**src/logic/cmd_line_pkg.sv**
```systemverilog
/* Command line protocol definitions
   Encoder states, line byte type and fixed line patterns */
package cmd_line_pkg;

    // One byte as it is shifted onto the command line
    typedef logic [7:0] cmd_byte_t;

    // Encoder line modes
    typedef enum logic [1:0] {
        ENC_INIT  = 2'd0,                   // Toggle pattern for receiver PLL lock
        ENC_SYNC  = 2'd1,                   // Idle sync stream
        ENC_WRITE = 2'd2                    // Command memory playback
    } enc_state_e;

    // Symmetric idle pattern, alternating bits on the line
    localparam cmd_byte_t SYNC_BYTE = 8'hAA;

    // Line level right after reset, toggled every clock in ENC_INIT
    localparam logic INIT_LINE_LEVEL = 1'b0;

    // Serializer bit timer value on the last bit of a byte
    localparam logic [2:0] BIT_LAST = 3'd7;

    // Stages between the enable request and cmd_en
    localparam int EN_DELAY_STAGES = 3;

endpackage

```
**src/logic/cmd_cfg_pkg.sv**
```systemverilog
/* Command encoder configuration definitions
   Memory write strobe and playback configuration */
package cmd_cfg_pkg;

    // Address field of the write strobe, largest supported memory
    localparam int MEM_ADDR_W = 12;

    // Width of the size and repeat fields
    localparam int CFG_W = 16;

    // Command memory write strobe, one byte per cycle with en high
    typedef struct packed {
        logic                    en;
        logic [MEM_ADDR_W-1:0]   addr;
        cmd_line_pkg::cmd_byte_t data;
    } mem_wr_t;

    // Playback configuration, held while a playback runs
    typedef struct packed {
        logic [CFG_W-1:0] cmd_size;         // Bytes per pass
        logic [CFG_W-1:0] repeat_count;     // Passes per start
    } play_cfg_t;

endpackage

```
**src/logic/cmd_serializer.sv**
```systemverilog
`timescale 1ns/100ps

/* Command line serializer
   Picks sync or memory bytes and shifts them out MSB first */
module cmd_serializer #(
    parameter int MEM_AW = 12
) (
    input  logic                     CMD_CLK,
    input  logic                     RST_SYNC,
    input  logic                     ser_run,
    input  cmd_line_pkg::enc_state_e state,
    input  cmd_line_pkg::cmd_byte_t  rd_data,
    output logic                     byte_tick,
    output logic                     pair_tick,
    output logic                     serial_out
);

    logic [2:0]              bit_cnt;
    logic                    byte_par;
    cmd_line_pkg::cmd_byte_t src_q;
    cmd_line_pkg::cmd_byte_t shift_q;

    // Memory depth is bounded by the write strobe address field
    if (MEM_AW < 1 || MEM_AW > cmd_cfg_pkg::MEM_ADDR_W) begin : g_aw_check
        $fatal(1, "MEM_AW %0d exceeds the command memory address field", MEM_AW);
    end

    assign byte_tick = ser_run && (bit_cnt == cmd_line_pkg::BIT_LAST);
    assign pair_tick = byte_tick && !byte_par;     // Even byte boundary

    always_ff @(posedge CMD_CLK) begin
        if (RST_SYNC) begin
            bit_cnt  <= '0;
            byte_par <= 1'b0;
        end else if (ser_run) begin
            bit_cnt <= bit_cnt + 3'd1;             // Wraps after the last bit
            if (byte_tick)
                byte_par <= ~byte_par;
        end else begin
            bit_cnt <= '0;
        end
    end

    // Next byte for the line, taken at the coming byte_tick
    always_ff @(posedge CMD_CLK) begin
        if (state == cmd_line_pkg::ENC_WRITE)
            src_q <= rd_data;
        else
            src_q <= cmd_line_pkg::SYNC_BYTE;
    end

    always_ff @(posedge CMD_CLK) begin
        if (RST_SYNC) begin
            shift_q    <= cmd_line_pkg::SYNC_BYTE;  // Sync bits from the first shift
            serial_out <= cmd_line_pkg::INIT_LINE_LEVEL;
        end else begin
            if (state == cmd_line_pkg::ENC_INIT)
                serial_out <= ~serial_out;        // 0101 lock pattern
            else if (ser_run)
                serial_out <= shift_q[7];
            if (ser_run) begin
                if (byte_tick)
                    shift_q <= src_q;
                else
                    shift_q <= {shift_q[6:0], 1'b0};
            end
        end
    end

    // One byte boundary per 8 bits, no gaps between bytes
    a_byte_period: assert property (@(posedge CMD_CLK) disable iff (RST_SYNC || !ser_run)
        byte_tick |=> !byte_tick [*7] ##1 byte_tick);

endmodule

```
**config.mk**
```make
export PLATFORM = sky130hd
export DESIGN_NAME = cmd_serializer
export DESIGN_NICKNAME = d
export VERILOG_FILES = /design/src/logic/cmd_line_pkg.sv /design/src/logic/cmd_cfg_pkg.sv /design/src/logic/cmd_serializer.sv
export SDC_FILE = /design/constraint.sdc
export NUM_CORES = 1
export LEC_CHECK = 0
export BUFFER_PORTS_ARGS = -buffer_cell sky130_fd_sc_hd__buf_2
export CORE_MARGIN = 5
export CORE_UTILIZATION = 35
export CTS_CLUSTER_SIZE = 24
export DETAILED_ROUTE_END_ITERATION = 8
export GPL_TIMING_DRIVEN = 0
export MAX_ROUTING_LAYER = met4
export PLACE_DENSITY = 0.52
export SYNTH_ARGS = -nofsm -noshare
export SYNTH_HDL_FRONTEND = slang
export SYNTH_SLANG_ARGS = --single-unit
```
**constraint.sdc**
```tcl
create_clock -name CMD_CLK -period 1.5 [get_ports CMD_CLK]
set_input_delay 0.075 -clock CMD_CLK [delete_from_list [all_inputs] [get_ports CMD_CLK]]
set_output_delay 0.075 -clock CMD_CLK [all_outputs]
set_load 0.05 [all_outputs]
```
* After elaboration in Yosys (flattened, before gate mapping) *
Index checks and enable logic that the tools add are counted.

word-level totals
  output and inout port bits = 3
  bits in registers = 21
  word-level logic and storage cells = 21

cells by class
  equal/unequal tests = 2
  reduce and logical (&&, ||, !) cells = 7
  muxes and demuxes = 3
  bitwise operators = 3
  add/sub/neg operators = 1

operators with widths
  cell                 count
  $mux 8               1
  $add 3x1->3 const B  1
  $eq 3x3->1 const B   1
  $not 1->1            3
  $eq 2x2->1 const B   1
  $logic_and 1x1->1    2
  $logic_not 2->1      1
  $mux 1               2
  $reduce_and 2->1     1
  $reduce_bool 2->1    1
  $reduce_or 2->1      1
  $logic_not 1->1      1

* Longest topological paths before layout *
Gate-level depths: netlist (run 1).

  word-level depth = 3
  mapped depth = 5
  depth with buffers taken out = 4

* Worst setup path after synthesis (run 1) *
Ideal clock, no wire load.

  kind = register to output
  start point = register bit_cnt[0]
  end point = output pair_tick
  arrival = 1.193 ns
  path buffers = 1
  stages on the path, launching flop included = 6
  path slack = 0.232 ns
  path through = dfxtp_1 > ha_1 > ha_1 > buf_6 > nand3b_1 > inv_1

on the way
  cells in the longest elaborated chain, start to end = 3

ends and longest elaborated chain
  element                 RTL line              RTL
  from (decl)             cmd_serializer.sv:18  logic [2:0] bit_cnt;
  from (signal assigned)  cmd_serializer.sv:36  bit_cnt <= bit_cnt + 3'd1;
  $eq 3x3->1              cmd_serializer.sv:28  assign byte_tick = ser_run && (bit_cnt == cmd_line_pkg::BIT_LAST);
  $logic_and 1x1->1       cmd_serializer.sv:28
  $logic_and 1x1->1       cmd_serializer.sv:29  assign pair_tick = byte_tick && !byte_par;
  to (decl)               cmd_serializer.sv:14  output logic pair_tick,

Every way passes these cells.

* Worst setup path after layout (run 1) *
  start point = register bit_cnt[0]
  end point = output byte_tick

on the way
  cells in the longest elaborated chain, start to end = 2

ends and longest elaborated chain
  element            RTL line              RTL
  $eq 3x3->1         cmd_serializer.sv:28
  $logic_and 1x1->1  cmd_serializer.sv:28
  to (decl)          cmd_serializer.sv:13  output logic byte_tick,

Every way passes these cells.

==> run_summary.xml, run 1 <==
<?xml version="1.0" encoding="UTF-8"?>
<metrics>
  <group name="status">
    <metric name="status" unit="">completed</metric>
  </group>
  <group name="sta">
    <metric name="hold_viol" unit="">0</metric>
    <metric name="report.final.slew_viol_count" unit="">0</metric>
    <metric name="timing.final.crit_period" unit="ns">1.41</metric>
    <metric name="max_slew.worst_pin.slew" unit="ns">0.456</metric>
    <metric name="finalSetupViolCount" unit="">0</metric>
    <metric name="totalNegativeSetupSlack" unit="ns">0</metric>
    <metric name="timing.clock.skew" unit="ns">0.00173</metric>
    <metric name="fmaxAchievable" unit="MHz">712</metric>
    <metric name="rsz0062_at_grt" unit="">no</metric>
    <metric name="slew-limit-headroom" unit="">0.696</metric>
    <metric name="post-route-period-util" unit="">0.937</metric>
  </group>
  <group name="clock_network">
    <metric name="cts_sinks" unit="">21</metric>
    <metric name="cts-htree-levels" unit="">1</metric>
    <metric name="insertion_delay" unit="ns">0.30</metric>
    <metric name="cts_made_buffers" unit="">3</metric>
    <metric name="clock_path_buffers" unit="">2</metric>
    <metric name="tritoncts_clock_tree" unit="">built</metric>
    <metric name="clockRootBuffer" unit="">sky130_fd_sc_hd__clkbuf_4</metric>
    <metric name="clock_slew_seen_by_the_registers_of_the_worst_setup_and_hold_paths" unit="ns">0.11</metric>
  </group>
  <group name="detailed_routing">
    <metric name="number_of_remaining_drc_errors" unit="">0</metric>
    <metric name="drt-vias-per-instance" unit="">4.44</metric>
    <metric name="finalWirelength" unit="mm">1.44</metric>
    <metric name="routed_wirelength_normalized_by_instance_count" unit="um">11.2</metric>
    <metric name="ant_nets" unit="">0</metric>
    <metric name="route.vias.total" unit="">568</metric>
    <metric name="drt_iter0_markers" unit="">0</metric>
    <metric name="drtPass1Iterations" unit="">1</metric>
  </group>
  <group name="cells_and_area">
    <metric name="commonest_non_fill_non_tap_cell_in_the_layout" unit="">sky130_fd_sc_hd__dfxtp_1</metric>
    <metric name="multi_input_comb_area" unit="um^2">345</metric>
    <metric name="layout.area.seq" unit="um^2">422</metric>
    <metric name="antenna_cells" unit="">0</metric>
    <metric name="finalNetCount" unit="">116</metric>
    <metric name="syn_to_final_growth" unit="%">31.2</metric>
    <metric name="most-common-layout-cells" unit="">sky130_fd_sc_hd__dfxtp_1 (20), sky130_fd_sc_hd__buf_2 (13), sky130_fd_sc_hd__mux2i_1 (8), sky130_fd_sc_hd__dlygate4sd3_1 (8)</metric>
    <metric name="drive_above_1_share" unit="">0.270</metric>
    <metric name="layout.filler_cells" unit="">231</metric>
  </group>
  <group name="global_route">
    <metric name="grt_start_max_net_pins" unit="">12</metric>
    <metric name="grt_util_all_layers" unit="">0.106</metric>
    <metric name="number_of_global_route_vias_before_repair" unit="">602</metric>
    <metric name="overflow" unit="">0</metric>
    <metric name="grt_antenna_before_repair" unit="">0</metric>
    <metric name="grt_pass1_wl" unit="mm">2.60</metric>
  </group>
  <group name="worst_setup_path">
    <metric name="critical_path_arrival" unit="ns">1.33</metric>
    <metric name="r2r.worst_path.cells" unit="">5</metric>
    <metric name="data_required_time_of_the_critical_path" unit="ns">1.42</metric>
    <metric name="top_fanout_value_on_the_critical_path" unit="">4</metric>
    <metric name="worst-setup-path-type" unit="">register to output pin</metric>
    <metric name="crit_path_end_kind" unit="">output pin</metric>
    <metric name="cp-start-kind" unit="">register</metric>
  </group>
  <group name="hold_path">
    <metric name="min-delay-path-class" unit="">input pin to register</metric>
    <metric name="worst_hold_path.num_cells" unit="">3</metric>
  </group>
  <group name="pwr">
    <metric name="power_density" unit="mW/mm^2">945</metric>
    <metric name="leakage_dissipation" unit="nW">0.417</metric>
    <metric name="final_total_power" unit="mW">0.969</metric>
    <metric name="irDropWorstVdd" unit="uV">459</metric>
  </group>
  <group name="synthesis">
    <metric name="yosys-top-cells-area" unit="">sky130_fd_sc_hd__dfxtp_1 (54%), sky130_fd_sc_hd__mux2i_1 (10%), sky130_fd_sc_hd__and2_1 (4.8%), sky130_fd_sc_hd__nand2b_1 (4.0%), sky130_fd_sc_hd__a21oi_1 (3.8%)</metric>
    <metric name="synth_seq_cells" unit="">21</metric>
    <metric name="syn_nets" unit="">88</metric>
    <metric name="ys.warnings.count" unit="">0</metric>
    <metric name="synthesis.area" unit="um^2">782</metric>
    <metric name="synth_sequential_area_ratio" unit="">0.538</metric>
    <metric name="postSynthCellCount" unit="">73</metric>
    <metric name="synthesis.area_per_instance" unit="um^2">10.7</metric>
    <metric name="netlist-cell-type-count" unit="">22</metric>
    <metric name="synth_largest_area_cell" unit="">sky130_fd_sc_hd__dfxtp_1</metric>
    <metric name="netlist.area_leader.share" unit="">0.538</metric>
  </group>
  <group name="flow_run">
    <metric name="cap_viol_max_count" unit="">0</metric>
  </group>
  <group name="floorplanning">
    <metric name="die_height" unit="um">57.3</metric>
    <metric name="die_area" unit="mm^2">0.00328</metric>
    <metric name="row_count" unit="">17</metric>
    <metric name="floorplan.initialDensity" unit="">0.360</metric>
    <metric name="coreArea" unit="mm^2">0.00217</metric>
    <metric name="io_pins" unit="">16</metric>
    <metric name="die-width" unit="um">57.3</metric>
  </group>
  <group name="placed_design">
    <metric name="dp.final_hpwl" unit="um">952</metric>
    <metric name="gpl_wtd_cong" unit="">0.647</metric>
    <metric name="io_buffers" unit="">14</metric>
  </group>
</metrics>
per-stage QoR:
step           hold slack (ns)  worst slack (ns)  cell area [um^2]  instances   util
2_1_floorplan            0.176             0.232               782         73      -
3_3_place_gp             0.255             0.163               887        115  0.409
3_5_place_dp             0.259             0.150               887        115  0.409
4_1_cts                 0.0399            0.0271              1020        128  0.472
5_1_grt                 0.0464            0.0149              1030        128  0.473
6_report                0.0503            0.0948              1030        128  0.473
worst max-delay path, stage by stage (launching register included):
cell and delay (ns):
sky130_fd_sc_hd__dfxtp_2 0.34, sky130_fd_sc_hd__ha_2 0.19, sky130_fd_sc_hd__ha_4 0.17, sky130_fd_sc_hd__and2_2 0.19, sky130_fd_sc_hd__buf_6 0.15
state kept, by name, indices dropped and copies added, names as in the netlist:
signal	cells
bit_cnt	3
shift_q	8
serial_out	1
byte_par	1
src_q	8
cell usage after synthesis:
cell type / n
sky130_fd_sc_hd__and2b_1: 2
sky130_fd_sc_hd__dfxtp_1: 21
sky130_fd_sc_hd__nor2b_1: 1
sky130_fd_sc_hd__clkbuf_1: 1
sky130_fd_sc_hd__buf_2: 1
sky130_fd_sc_hd__inv_1: 1
sky130_fd_sc_hd__and2_1: 6
sky130_fd_sc_hd__a211oi_1: 4
sky130_fd_sc_hd__and2_2: 1
sky130_fd_sc_hd__nor2_1: 3
sky130_fd_sc_hd__ha_1: 2
sky130_fd_sc_hd__nor3_1: 4
sky130_fd_sc_hd__or2_2: 1
sky130_fd_sc_hd__buf_6: 1
sky130_fd_sc_hd__nand3b_1: 1
sky130_fd_sc_hd__a21bo_2: 1
sky130_fd_sc_hd__a21oi_1: 6
sky130_fd_sc_hd__nand3_1: 1
sky130_fd_sc_hd__mux2i_1: 8
sky130_fd_sc_hd__buf_4: 1
sky130_fd_sc_hd__nand2b_1: 5
sky130_fd_sc_hd__nor3b_1: 1
metal layers:
metal,global-route usage,share of wire,vias up
met2,0.158,0.47,9
met1,0.129,0.46,253
met3,0.0226,0.043,4
li1,-,-,302
met5,-,0,-
met4,0.0695,0.023,0
worst paths after layout:
check | slack [ns] | to | start
worst max-delay path | 0.09 | byte_tick | bit_cnt[0]
worst min-delay path | 0.05 | serial_out | state[0]
worst max register to register | 0.22 | shift_q[4] | bit_cnt[0]
worst min register to register | 0.41 | bit_cnt[0] | bit_cnt[0]
cell families (layout without fill, tap and decap cells):
logic type	Yosys count	count (layout)	share of synthesized area
fa+ha+maj	2	2	0.0320
mux	8	8	0.102
flops	21	21	0.538
simple gates	26	26	0.198
buf+inv	5	32	0.0400
compound gates	11	11	0.0896
final cells by class:
class	count	share of cell area
well taps	28	0.0341
clock buffers	4	0.0256
multi-input cells	47	0.337
plain buffers	3	0.0159
repair buffers	24	0.173
flip-flops and latches	21	0.411
inverters	1	0.00366
power breakdown:
| group | total [mW] | leakage (nW) | internal [mW] | switching (mW) |
|---|---|---|---|---|
| combinational | 0.100 | 0.228 | 0.0532 | 0.0469 |
| clock | 0.269 | 0.0150 | 0.104 | 0.166 |
| sequential | 0.600 | 0.174 | 0.587 | 0.0129 |
| total | 0.969 | 0.417 | 0.744 | 0.225 |
repair_timing:
action,in CTS,in global routing
buffers inserted,2,0
hold buffers,8,0
hold endpoints to repair,8,0
resized for setup,7,1
gates cloned,0,0
setup endpoints to repair,2,2
Note: power is estimated with default switching activity, not from simulation.
==> inputs of run 2 (changes only) <==
--- a/config.mk
+++ b/config.mk
@@ -6,7 +6,7 @@
 export NUM_CORES = 1
 export LEC_CHECK = 0
 export BUFFER_PORTS_ARGS = -buffer_cell sky130_fd_sc_hd__buf_2
-export CORE_MARGIN = 5
+export CORE_MARGIN = 2
 export CORE_UTILIZATION = 35
 export CTS_CLUSTER_SIZE = 24
 export DETAILED_ROUTE_END_ITERATION = 8
==> run 2 against run 1 <==
Against the previous run: clock power shrank 4%; via count grew 1.1%; clock skew grew 0.0063 ns; global-route usage is 1.6 points higher; cell area decreased by 0.12%; worst setup slack lost 0.043 ns; first-iteration DRC count increased by 5; fmax is 2.9% lower.
==> run_summary.xml, run 2 (synthesized netlist as in run 1, its figures left out) <==
<?xml version="1.0" encoding="UTF-8"?>
<metrics>
  <group name="status">
    <metric name="status" unit="">completed</metric>
  </group>
  <group name="detailed_routing">
    <metric name="drt-vias-per-instance" unit="">4.48</metric>
    <metric name="drt_iter0_markers" unit="">5</metric>
    <metric name="finalWirelength" unit="mm">1.33</metric>
    <metric name="number_of_remaining_drc_errors" unit="">0</metric>
    <metric name="drtPass1Iterations" unit="">4</metric>
    <metric name="route.vias.total" unit="">574</metric>
    <metric name="routed_wirelength_normalized_by_instance_count" unit="um">10.4</metric>
    <metric name="ant_nets" unit="">0</metric>
  </group>
  <group name="sta">
    <metric name="fmaxAchievable" unit="MHz">691</metric>
    <metric name="post-route-period-util" unit="">0.965</metric>
    <metric name="max_slew.worst_pin.slew" unit="ns">0.463</metric>
    <metric name="totalNegativeSetupSlack" unit="ns">0</metric>
    <metric name="report.final.slew_viol_count" unit="">0</metric>
    <metric name="timing.final.crit_period" unit="ns">1.45</metric>
    <metric name="slew-limit-headroom" unit="">0.691</metric>
    <metric name="rsz0062_at_grt" unit="">no</metric>
    <metric name="hold_slack" unit="ns">0.0611</metric>
    <metric name="timing.clock.skew" unit="ns">0.00807</metric>
    <metric name="postLayoutSetupSlackWorst" unit="ns">0.0522</metric>
    <metric name="hold_viol" unit="">0</metric>
    <metric name="finalSetupViolCount" unit="">0</metric>
  </group>
  <group name="global_route">
    <metric name="grt_antenna_before_repair" unit="">0</metric>
    <metric name="grt_start_max_net_pins" unit="">13</metric>
    <metric name="grt_pass1_wl" unit="mm">2.21</metric>
    <metric name="grt_util_all_layers" unit="">0.122</metric>
    <metric name="overflow" unit="">0</metric>
    <metric name="number_of_global_route_vias_before_repair" unit="">482</metric>
  </group>
  <group name="pwr">
    <metric name="irDropWorstVdd" unit="uV">505</metric>
    <metric name="clock_power_share" unit="">0.269</metric>
    <metric name="leakage_dissipation" unit="nW">0.422</metric>
    <metric name="p_comb_frac" unit="">0.104</metric>
    <metric name="switching_share" unit="">0.228</metric>
    <metric name="p_int" unit="mW">0.739</metric>
    <metric name="power.switching" unit="mW">0.218</metric>
    <metric name="seq_power_share" unit="">0.627</metric>
    <metric name="power_density" unit="mW/mm^2">934</metric>
  </group>
  <group name="cells_and_area">
    <metric name="layout.filler_cells" unit="">223</metric>
    <metric name="commonest_non_fill_non_tap_cell_in_the_layout" unit="">sky130_fd_sc_hd__dfxtp_1</metric>
    <metric name="syn_to_final_growth" unit="%">31.0</metric>
    <metric name="reg_top3" unit="">shift_q (8), src_q (8), bit_cnt (3)</metric>
    <metric name="final_core_util" unit="">0.472</metric>
    <metric name="stdcell_count" unit="">128</metric>
    <metric name="most-common-layout-cells" unit="">sky130_fd_sc_hd__dfxtp_1 (20), sky130_fd_sc_hd__buf_2 (13), sky130_fd_sc_hd__mux2i_1 (8), sky130_fd_sc_hd__dlygate4sd3_1 (8)</metric>
    <metric name="finalNetCount" unit="">116</metric>
    <metric name="antenna_cells" unit="">0</metric>
    <metric name="drive_above_1_share" unit="">0.270</metric>
  </group>
  <group name="clock_network">
    <metric name="clock_path_buffers" unit="">2</metric>
    <metric name="insertion_delay" unit="ns">0.30</metric>
    <metric name="cts-htree-levels" unit="">1</metric>
    <metric name="clockRootBuffer" unit="">sky130_fd_sc_hd__clkbuf_4</metric>
    <metric name="cts_sinks" unit="">21</metric>
    <metric name="clock_slew_seen_by_the_registers_of_the_worst_setup_and_hold_paths" unit="ns">0.10</metric>
    <metric name="tritoncts_clock_tree" unit="">built</metric>
    <metric name="cts_made_buffers" unit="">3</metric>
  </group>
  <group name="worst_setup_path">
    <metric name="critical_path_arrival" unit="ns">1.37</metric>
    <metric name="crit_path_end_kind" unit="">output pin</metric>
    <metric name="worst-setup-path-type" unit="">register to output pin</metric>
    <metric name="worst_r2r_endpoint" unit="">shift_q[2]</metric>
    <metric name="timing.critical_path.cells" unit="">ha_1, ha_4, and2_2, buf_6</metric>
    <metric name="timing.critical_path.slowest_stage_cell" unit="">sky130_fd_sc_hd__dfxtp_2</metric>
    <metric name="r2r-start" unit="">bit_cnt[0]</metric>
    <metric name="data_required_time_of_the_critical_path" unit="ns">1.42</metric>
    <metric name="regToRegSetupSlack" unit="ns">0.17</metric>
    <metric name="r2r.worst_path.cells" unit="">5</metric>
    <metric name="top_fanout_value_on_the_critical_path" unit="">4</metric>
    <metric name="cp-start-kind" unit="">register</metric>
    <metric name="slowest_delay" unit="ns">0.34</metric>
  </group>
  <group name="placed_design">
    <metric name="io_buffers" unit="">14</metric>
    <metric name="placement.setup.worst_slack" unit="ns">0.159</metric>
    <metric name="dp.final_hpwl" unit="um">870</metric>
    <metric name="gpl_wtd_cong" unit="">0.669</metric>
    <metric name="dp.cells" unit="">115</metric>
  </group>
  <group name="hold_path">
    <metric name="worst_hold_path.num_cells" unit="">3</metric>
    <metric name="hold_path_startpoint" unit="">state[0]</metric>
    <metric name="min-delay-path-class" unit="">input pin to register</metric>
    <metric name="worst_hold_path.endpoint" unit="">serial_out</metric>
  </group>
  <group name="flow_run">
    <metric name="cap_viol_max_count" unit="">0</metric>
  </group>
  <group name="floorplanning">
    <metric name="die_height" unit="um">51.3</metric>
    <metric name="coreArea" unit="mm^2">0.00217</metric>
    <metric name="floorplan.initialDensity" unit="">0.360</metric>
    <metric name="die_area" unit="mm^2">0.00263</metric>
    <metric name="io_pins" unit="">16</metric>
    <metric name="die-width" unit="um">51.3</metric>
    <metric name="row_count" unit="">17</metric>
  </group>
</metrics>
run 2: per-stage QoR:
step	area, um^2	power, mW
floorplan	782	0.666
global placement	887	0.695
detailed placement	887	0.697
CTS	1020	0.976
global route	1020	1.02
finish	1020	0.957
run 2: what timing repair did:
item,in CTS,in global routing
gates resized for setup,7,0
setup buffers,2,0
endpoints found under the setup margin,2,0
hold endpoints to repair,8,0
hold buffers,8,0
run 2: final cells by class:
cell class | count | area (um^2) | share of cell area
timing repair buffer | 24 | 178 | 0.173
tap | 28 | 35.0 | 0.0342
sequential | 21 | 422 | 0.411
clock buffer | 3 | 22.5 | 0.0220
clock inverter | 1 | 5.00 | 0.00488
multi-input combinational | 47 | 343 | 0.335
buffer | 3 | 16.3 | 0.0159
inverter | 1 | 3.75 | 0.00366
run 2: power by group through the flow:
stage                     combinational, mW  clock (mW)  sequential [mW]
after CTS                             0.101       0.275            0.600
after floorplan                      0.0481           0            0.618
after detailed placement             0.0847           0            0.612
final                                0.0995       0.258            0.600
after global routing                  0.112       0.300            0.604
after global placement               0.0837           0            0.612
run 2: how the worst max path moves through the flow:
stage,startpoint,to
after CTS,bit_cnt[0],byte_tick
after detailed placement,bit_cnt[0],byte_tick
after global routing,bit_cnt[0],byte_tick
final,bit_cnt[0],byte_tick
after floorplan,bit_cnt[0],pair_tick
after global placement,bit_cnt[0],byte_tick
run 2: per-layer routing:
| metal | global-route usage | share of wire | up-vias |
|---|---|---|---|
| met2 | 0.154 | 0.43 | 12 |
| met1 | 0.162 | 0.50 | 256 |
| met4 | 0.0921 | 0.024 | 0 |
| met5 | - | 0 | - |
| li1 | - | - | 302 |
| met3 | 0.0351 | 0.047 | 4 |
run 2: worst max-delay path, delay by kind of cell, from the launching register on:
family        cells  cell delay, ns
fa+ha+maj         2            0.40
flops             1            0.34
buf+inv           1            0.15
simple gates      1            0.19
==> inputs of run 3 (changes only) <==
--- a/config.mk
+++ b/config.mk
@@ -5,7 +5,7 @@
 export SDC_FILE = /design/constraint.sdc
 export NUM_CORES = 1
 export LEC_CHECK = 0
-export BUFFER_PORTS_ARGS = -buffer_cell sky130_fd_sc_hd__buf_2
+export BUFFER_PORTS_ARGS = -buffer_cell sky130_fd_sc_hd__buf_4
 export CORE_MARGIN = 2
 export CORE_UTILIZATION = 35
 export CTS_CLUSTER_SIZE = 24
==> run 3 against run 2 <==
Against the previous run: cell count unchanged; worst setup slack improved by 0.044 ns; die area unchanged; critical path type unchanged; register-to-register slack about the same; flip-flop and latch count unchanged; clock power about the same.
==> run_summary.xml, run 3 (synthesized netlist as in run 1, its figures left out) <==
<?xml version="1.0" encoding="UTF-8"?>
<metrics>
  <group name="sta">
    <metric name="max_slew.worst_pin.slew" unit="ns">0.456</metric>
    <metric name="totalNegativeSetupSlack" unit="ns">0</metric>
    <metric name="hold_viol" unit="">0</metric>
    <metric name="rsz0062_at_grt" unit="">no</metric>
    <metric name="finalSetupViolCount" unit="">0</metric>
    <metric name="report.final.slew_viol_count" unit="">0</metric>
    <metric name="post-route-period-util" unit="">0.936</metric>
    <metric name="fmaxAchievable" unit="MHz">712</metric>
    <metric name="timing.final.crit_period" unit="ns">1.40</metric>
    <metric name="slew-limit-headroom" unit="">0.696</metric>
    <metric name="timing.clock.skew" unit="ns">0.00614</metric>
  </group>
  <group name="pwr">
    <metric name="irDropWorstVdd" unit="uV">516</metric>
    <metric name="leakage_dissipation" unit="nW">0.429</metric>
    <metric name="power_density" unit="mW/mm^2">916</metric>
  </group>
  <group name="placed_design">
    <metric name="placedInstanceArea" unit="um^2">922</metric>
    <metric name="io_buffers" unit="">14</metric>
    <metric name="gpl_wtd_cong" unit="">0.690</metric>
    <metric name="dp.final_hpwl" unit="um">888</metric>
  </group>
  <group name="cells_and_area">
    <metric name="syn_to_final_growth" unit="%">35.2</metric>
    <metric name="commonest_non_fill_non_tap_cell_in_the_layout" unit="">sky130_fd_sc_hd__dfxtp_1</metric>
    <metric name="antenna_cells" unit="">0</metric>
    <metric name="most-common-layout-cells" unit="">sky130_fd_sc_hd__dfxtp_1 (20), sky130_fd_sc_hd__buf_4 (15), sky130_fd_sc_hd__mux2i_1 (8), sky130_fd_sc_hd__dlygate4sd3_1 (8)</metric>
    <metric name="finalNetCount" unit="">116</metric>
    <metric name="postLayoutCellArea" unit="mm^2">0.00106</metric>
    <metric name="drive_above_1_share" unit="">0.280</metric>
    <metric name="reg_top3" unit="">shift_q (8), src_q (8), bit_cnt (3)</metric>
  </group>
  <group name="flow_run">
    <metric name="cap_viol_max_count" unit="">0</metric>
  </group>
  <group name="worst_setup_path">
    <metric name="top_fanout_value_on_the_critical_path" unit="">4</metric>
    <metric name="total_buffers_and_inverters_traversed_by_the_critical_path" unit="">1</metric>
    <metric name="cp-start-kind" unit="">register</metric>
    <metric name="crit_path_end_kind" unit="">output pin</metric>
    <metric name="worst-setup-path-type" unit="">register to output pin</metric>
    <metric name="critPathTopFamily" unit="">adder cells</metric>
    <metric name="timing.critical_path.slowest_stage_cell" unit="">sky130_fd_sc_hd__dfxtp_2</metric>
    <metric name="critical_path_arrival" unit="ns">1.33</metric>
    <metric name="slowest_delay" unit="ns">0.34</metric>
    <metric name="data_required_time_of_the_critical_path" unit="ns">1.42</metric>
    <metric name="timing.critical_path.cells" unit="">ha_2, ha_4, and2_2, buf_6</metric>
  </group>
  <group name="floorplanning">
    <metric name="die-width" unit="um">51.3</metric>
    <metric name="row_count" unit="">17</metric>
    <metric name="die_area" unit="mm^2">0.00263</metric>
    <metric name="floorplan.initialDensity" unit="">0.360</metric>
    <metric name="io_pins" unit="">16</metric>
    <metric name="die_height" unit="um">51.3</metric>
    <metric name="coreArea" unit="mm^2">0.00217</metric>
  </group>
  <group name="global_route">
    <metric name="number_of_global_route_vias_before_repair" unit="">515</metric>
    <metric name="grt_start_max_net_pins" unit="">13</metric>
    <metric name="grt_util_all_layers" unit="">0.124</metric>
    <metric name="grt_antenna_before_repair" unit="">0</metric>
    <metric name="grt_pass1_wl" unit="mm">2.25</metric>
    <metric name="overflow" unit="">0</metric>
  </group>
  <group name="detailed_routing">
    <metric name="drt-vias-per-instance" unit="">4.35</metric>
    <metric name="route.vias.total" unit="">557</metric>
    <metric name="drt_iter0_markers" unit="">4</metric>
    <metric name="drtPass1Iterations" unit="">3</metric>
    <metric name="number_of_remaining_drc_errors" unit="">0</metric>
    <metric name="ant_nets" unit="">0</metric>
    <metric name="routed_wirelength_normalized_by_instance_count" unit="um">10.1</metric>
    <metric name="finalWirelength" unit="mm">1.30</metric>
  </group>
  <group name="clock_network">
    <metric name="insertion_delay" unit="ns">0.30</metric>
    <metric name="cts-htree-levels" unit="">1</metric>
    <metric name="cts_sinks" unit="">21</metric>
    <metric name="clock_path_buffers" unit="">2</metric>
    <metric name="tritoncts_clock_tree" unit="">built</metric>
    <metric name="cts_made_buffers" unit="">3</metric>
    <metric name="clockRootBuffer" unit="">sky130_fd_sc_hd__clkbuf_4</metric>
    <metric name="clock_slew_seen_by_the_registers_of_the_worst_setup_and_hold_paths" unit="ns">0.11</metric>
  </group>
  <group name="hold_path">
    <metric name="min-delay-path-class" unit="">input pin to register</metric>
  </group>
  <group name="status">
    <metric name="status" unit="">completed</metric>
  </group>
</metrics>
-- run 3: cell counts in the layout (fill, tap and decap cells not counted) --
No cell type changed its count.
-- run 3: power by group --
group          leakage (nW)  switching [mW]  internal, mW
combinational         0.238          0.0476        0.0627
clock                0.0177           0.160        0.0992
sequential            0.174          0.0122         0.587
total                 0.429           0.220         0.749
-- run 3: layout make-up --
cell class                      count  area [um^2]
Inverter                            1         3.75
Multi-Input combinational cell     47          345
Sequential cell                    21          422
Buffer                              3         16.3
Fill cell                         221         1110
Clock buffer                        3         22.5
Tap cell                           28         35.0
Clock inverter                      1         5.00
Timing Repair Buffer               24          208
-- run 3: final timing paths --
path,from,endpoint,slack [ns],cells past startpoint
worst min-delay path,state[0],serial_out,0.05,3
worst min register to register,bit_cnt[0],bit_cnt[0],0.41,1
worst max-delay path,bit_cnt[0],byte_tick,0.1,4
worst max register to register,bit_cnt[0],shift_q[2],0.17,5
-- run 3: worst min-delay path, delay by kind of cell --
kind                   cells  cell delay, ns
AO/OA/AOI/OAI              1            0.05
buffers and inverters      1            0.09
AND/OR/NAND/NOR            1            0.09
-- run 3: what timing repair did --
| action | 4_1_cts | 5_1_grt |
|---|---|---|
| endpoints found under the hold margin | 8 | 0 |
| setup endpoints to repair | 2 | 1 |
| hold buffers | 8 | 0 |
| setup buffers | 2 | 0 |
| gates resized for setup | 5 | 1 |
-- run 3: per-layer routing --
metal	vias to the layer above	track usage	part of all wire
met5	-	-	0
met4	0	0.0921	0.012
met3	2	0.0292	0.038
met2	8	0.182	0.48
met1	243	0.149	0.46
li1	304	-	-
-- run 3: stage by stage --
| step | hold slack (ns) | power [mW] | setup WS [ns] | cells | utilization |
|---|---|---|---|---|---|
| floorplan | 0.176 | 0.666 | 0.232 | 73 | - |
| global placement | 0.257 | 0.705 | 0.188 | 115 | 0.425 |
| detailed placement | 0.262 | 0.707 | 0.180 | 115 | 0.425 |
| CTS | 0.0355 | 0.987 | 0.0297 | 128 | 0.486 |
| global route | 0.0450 | 1.03 | 0.0305 | 128 | 0.487 |
| finish | 0.0508 | 0.968 | 0.0961 | 128 | 0.487 |
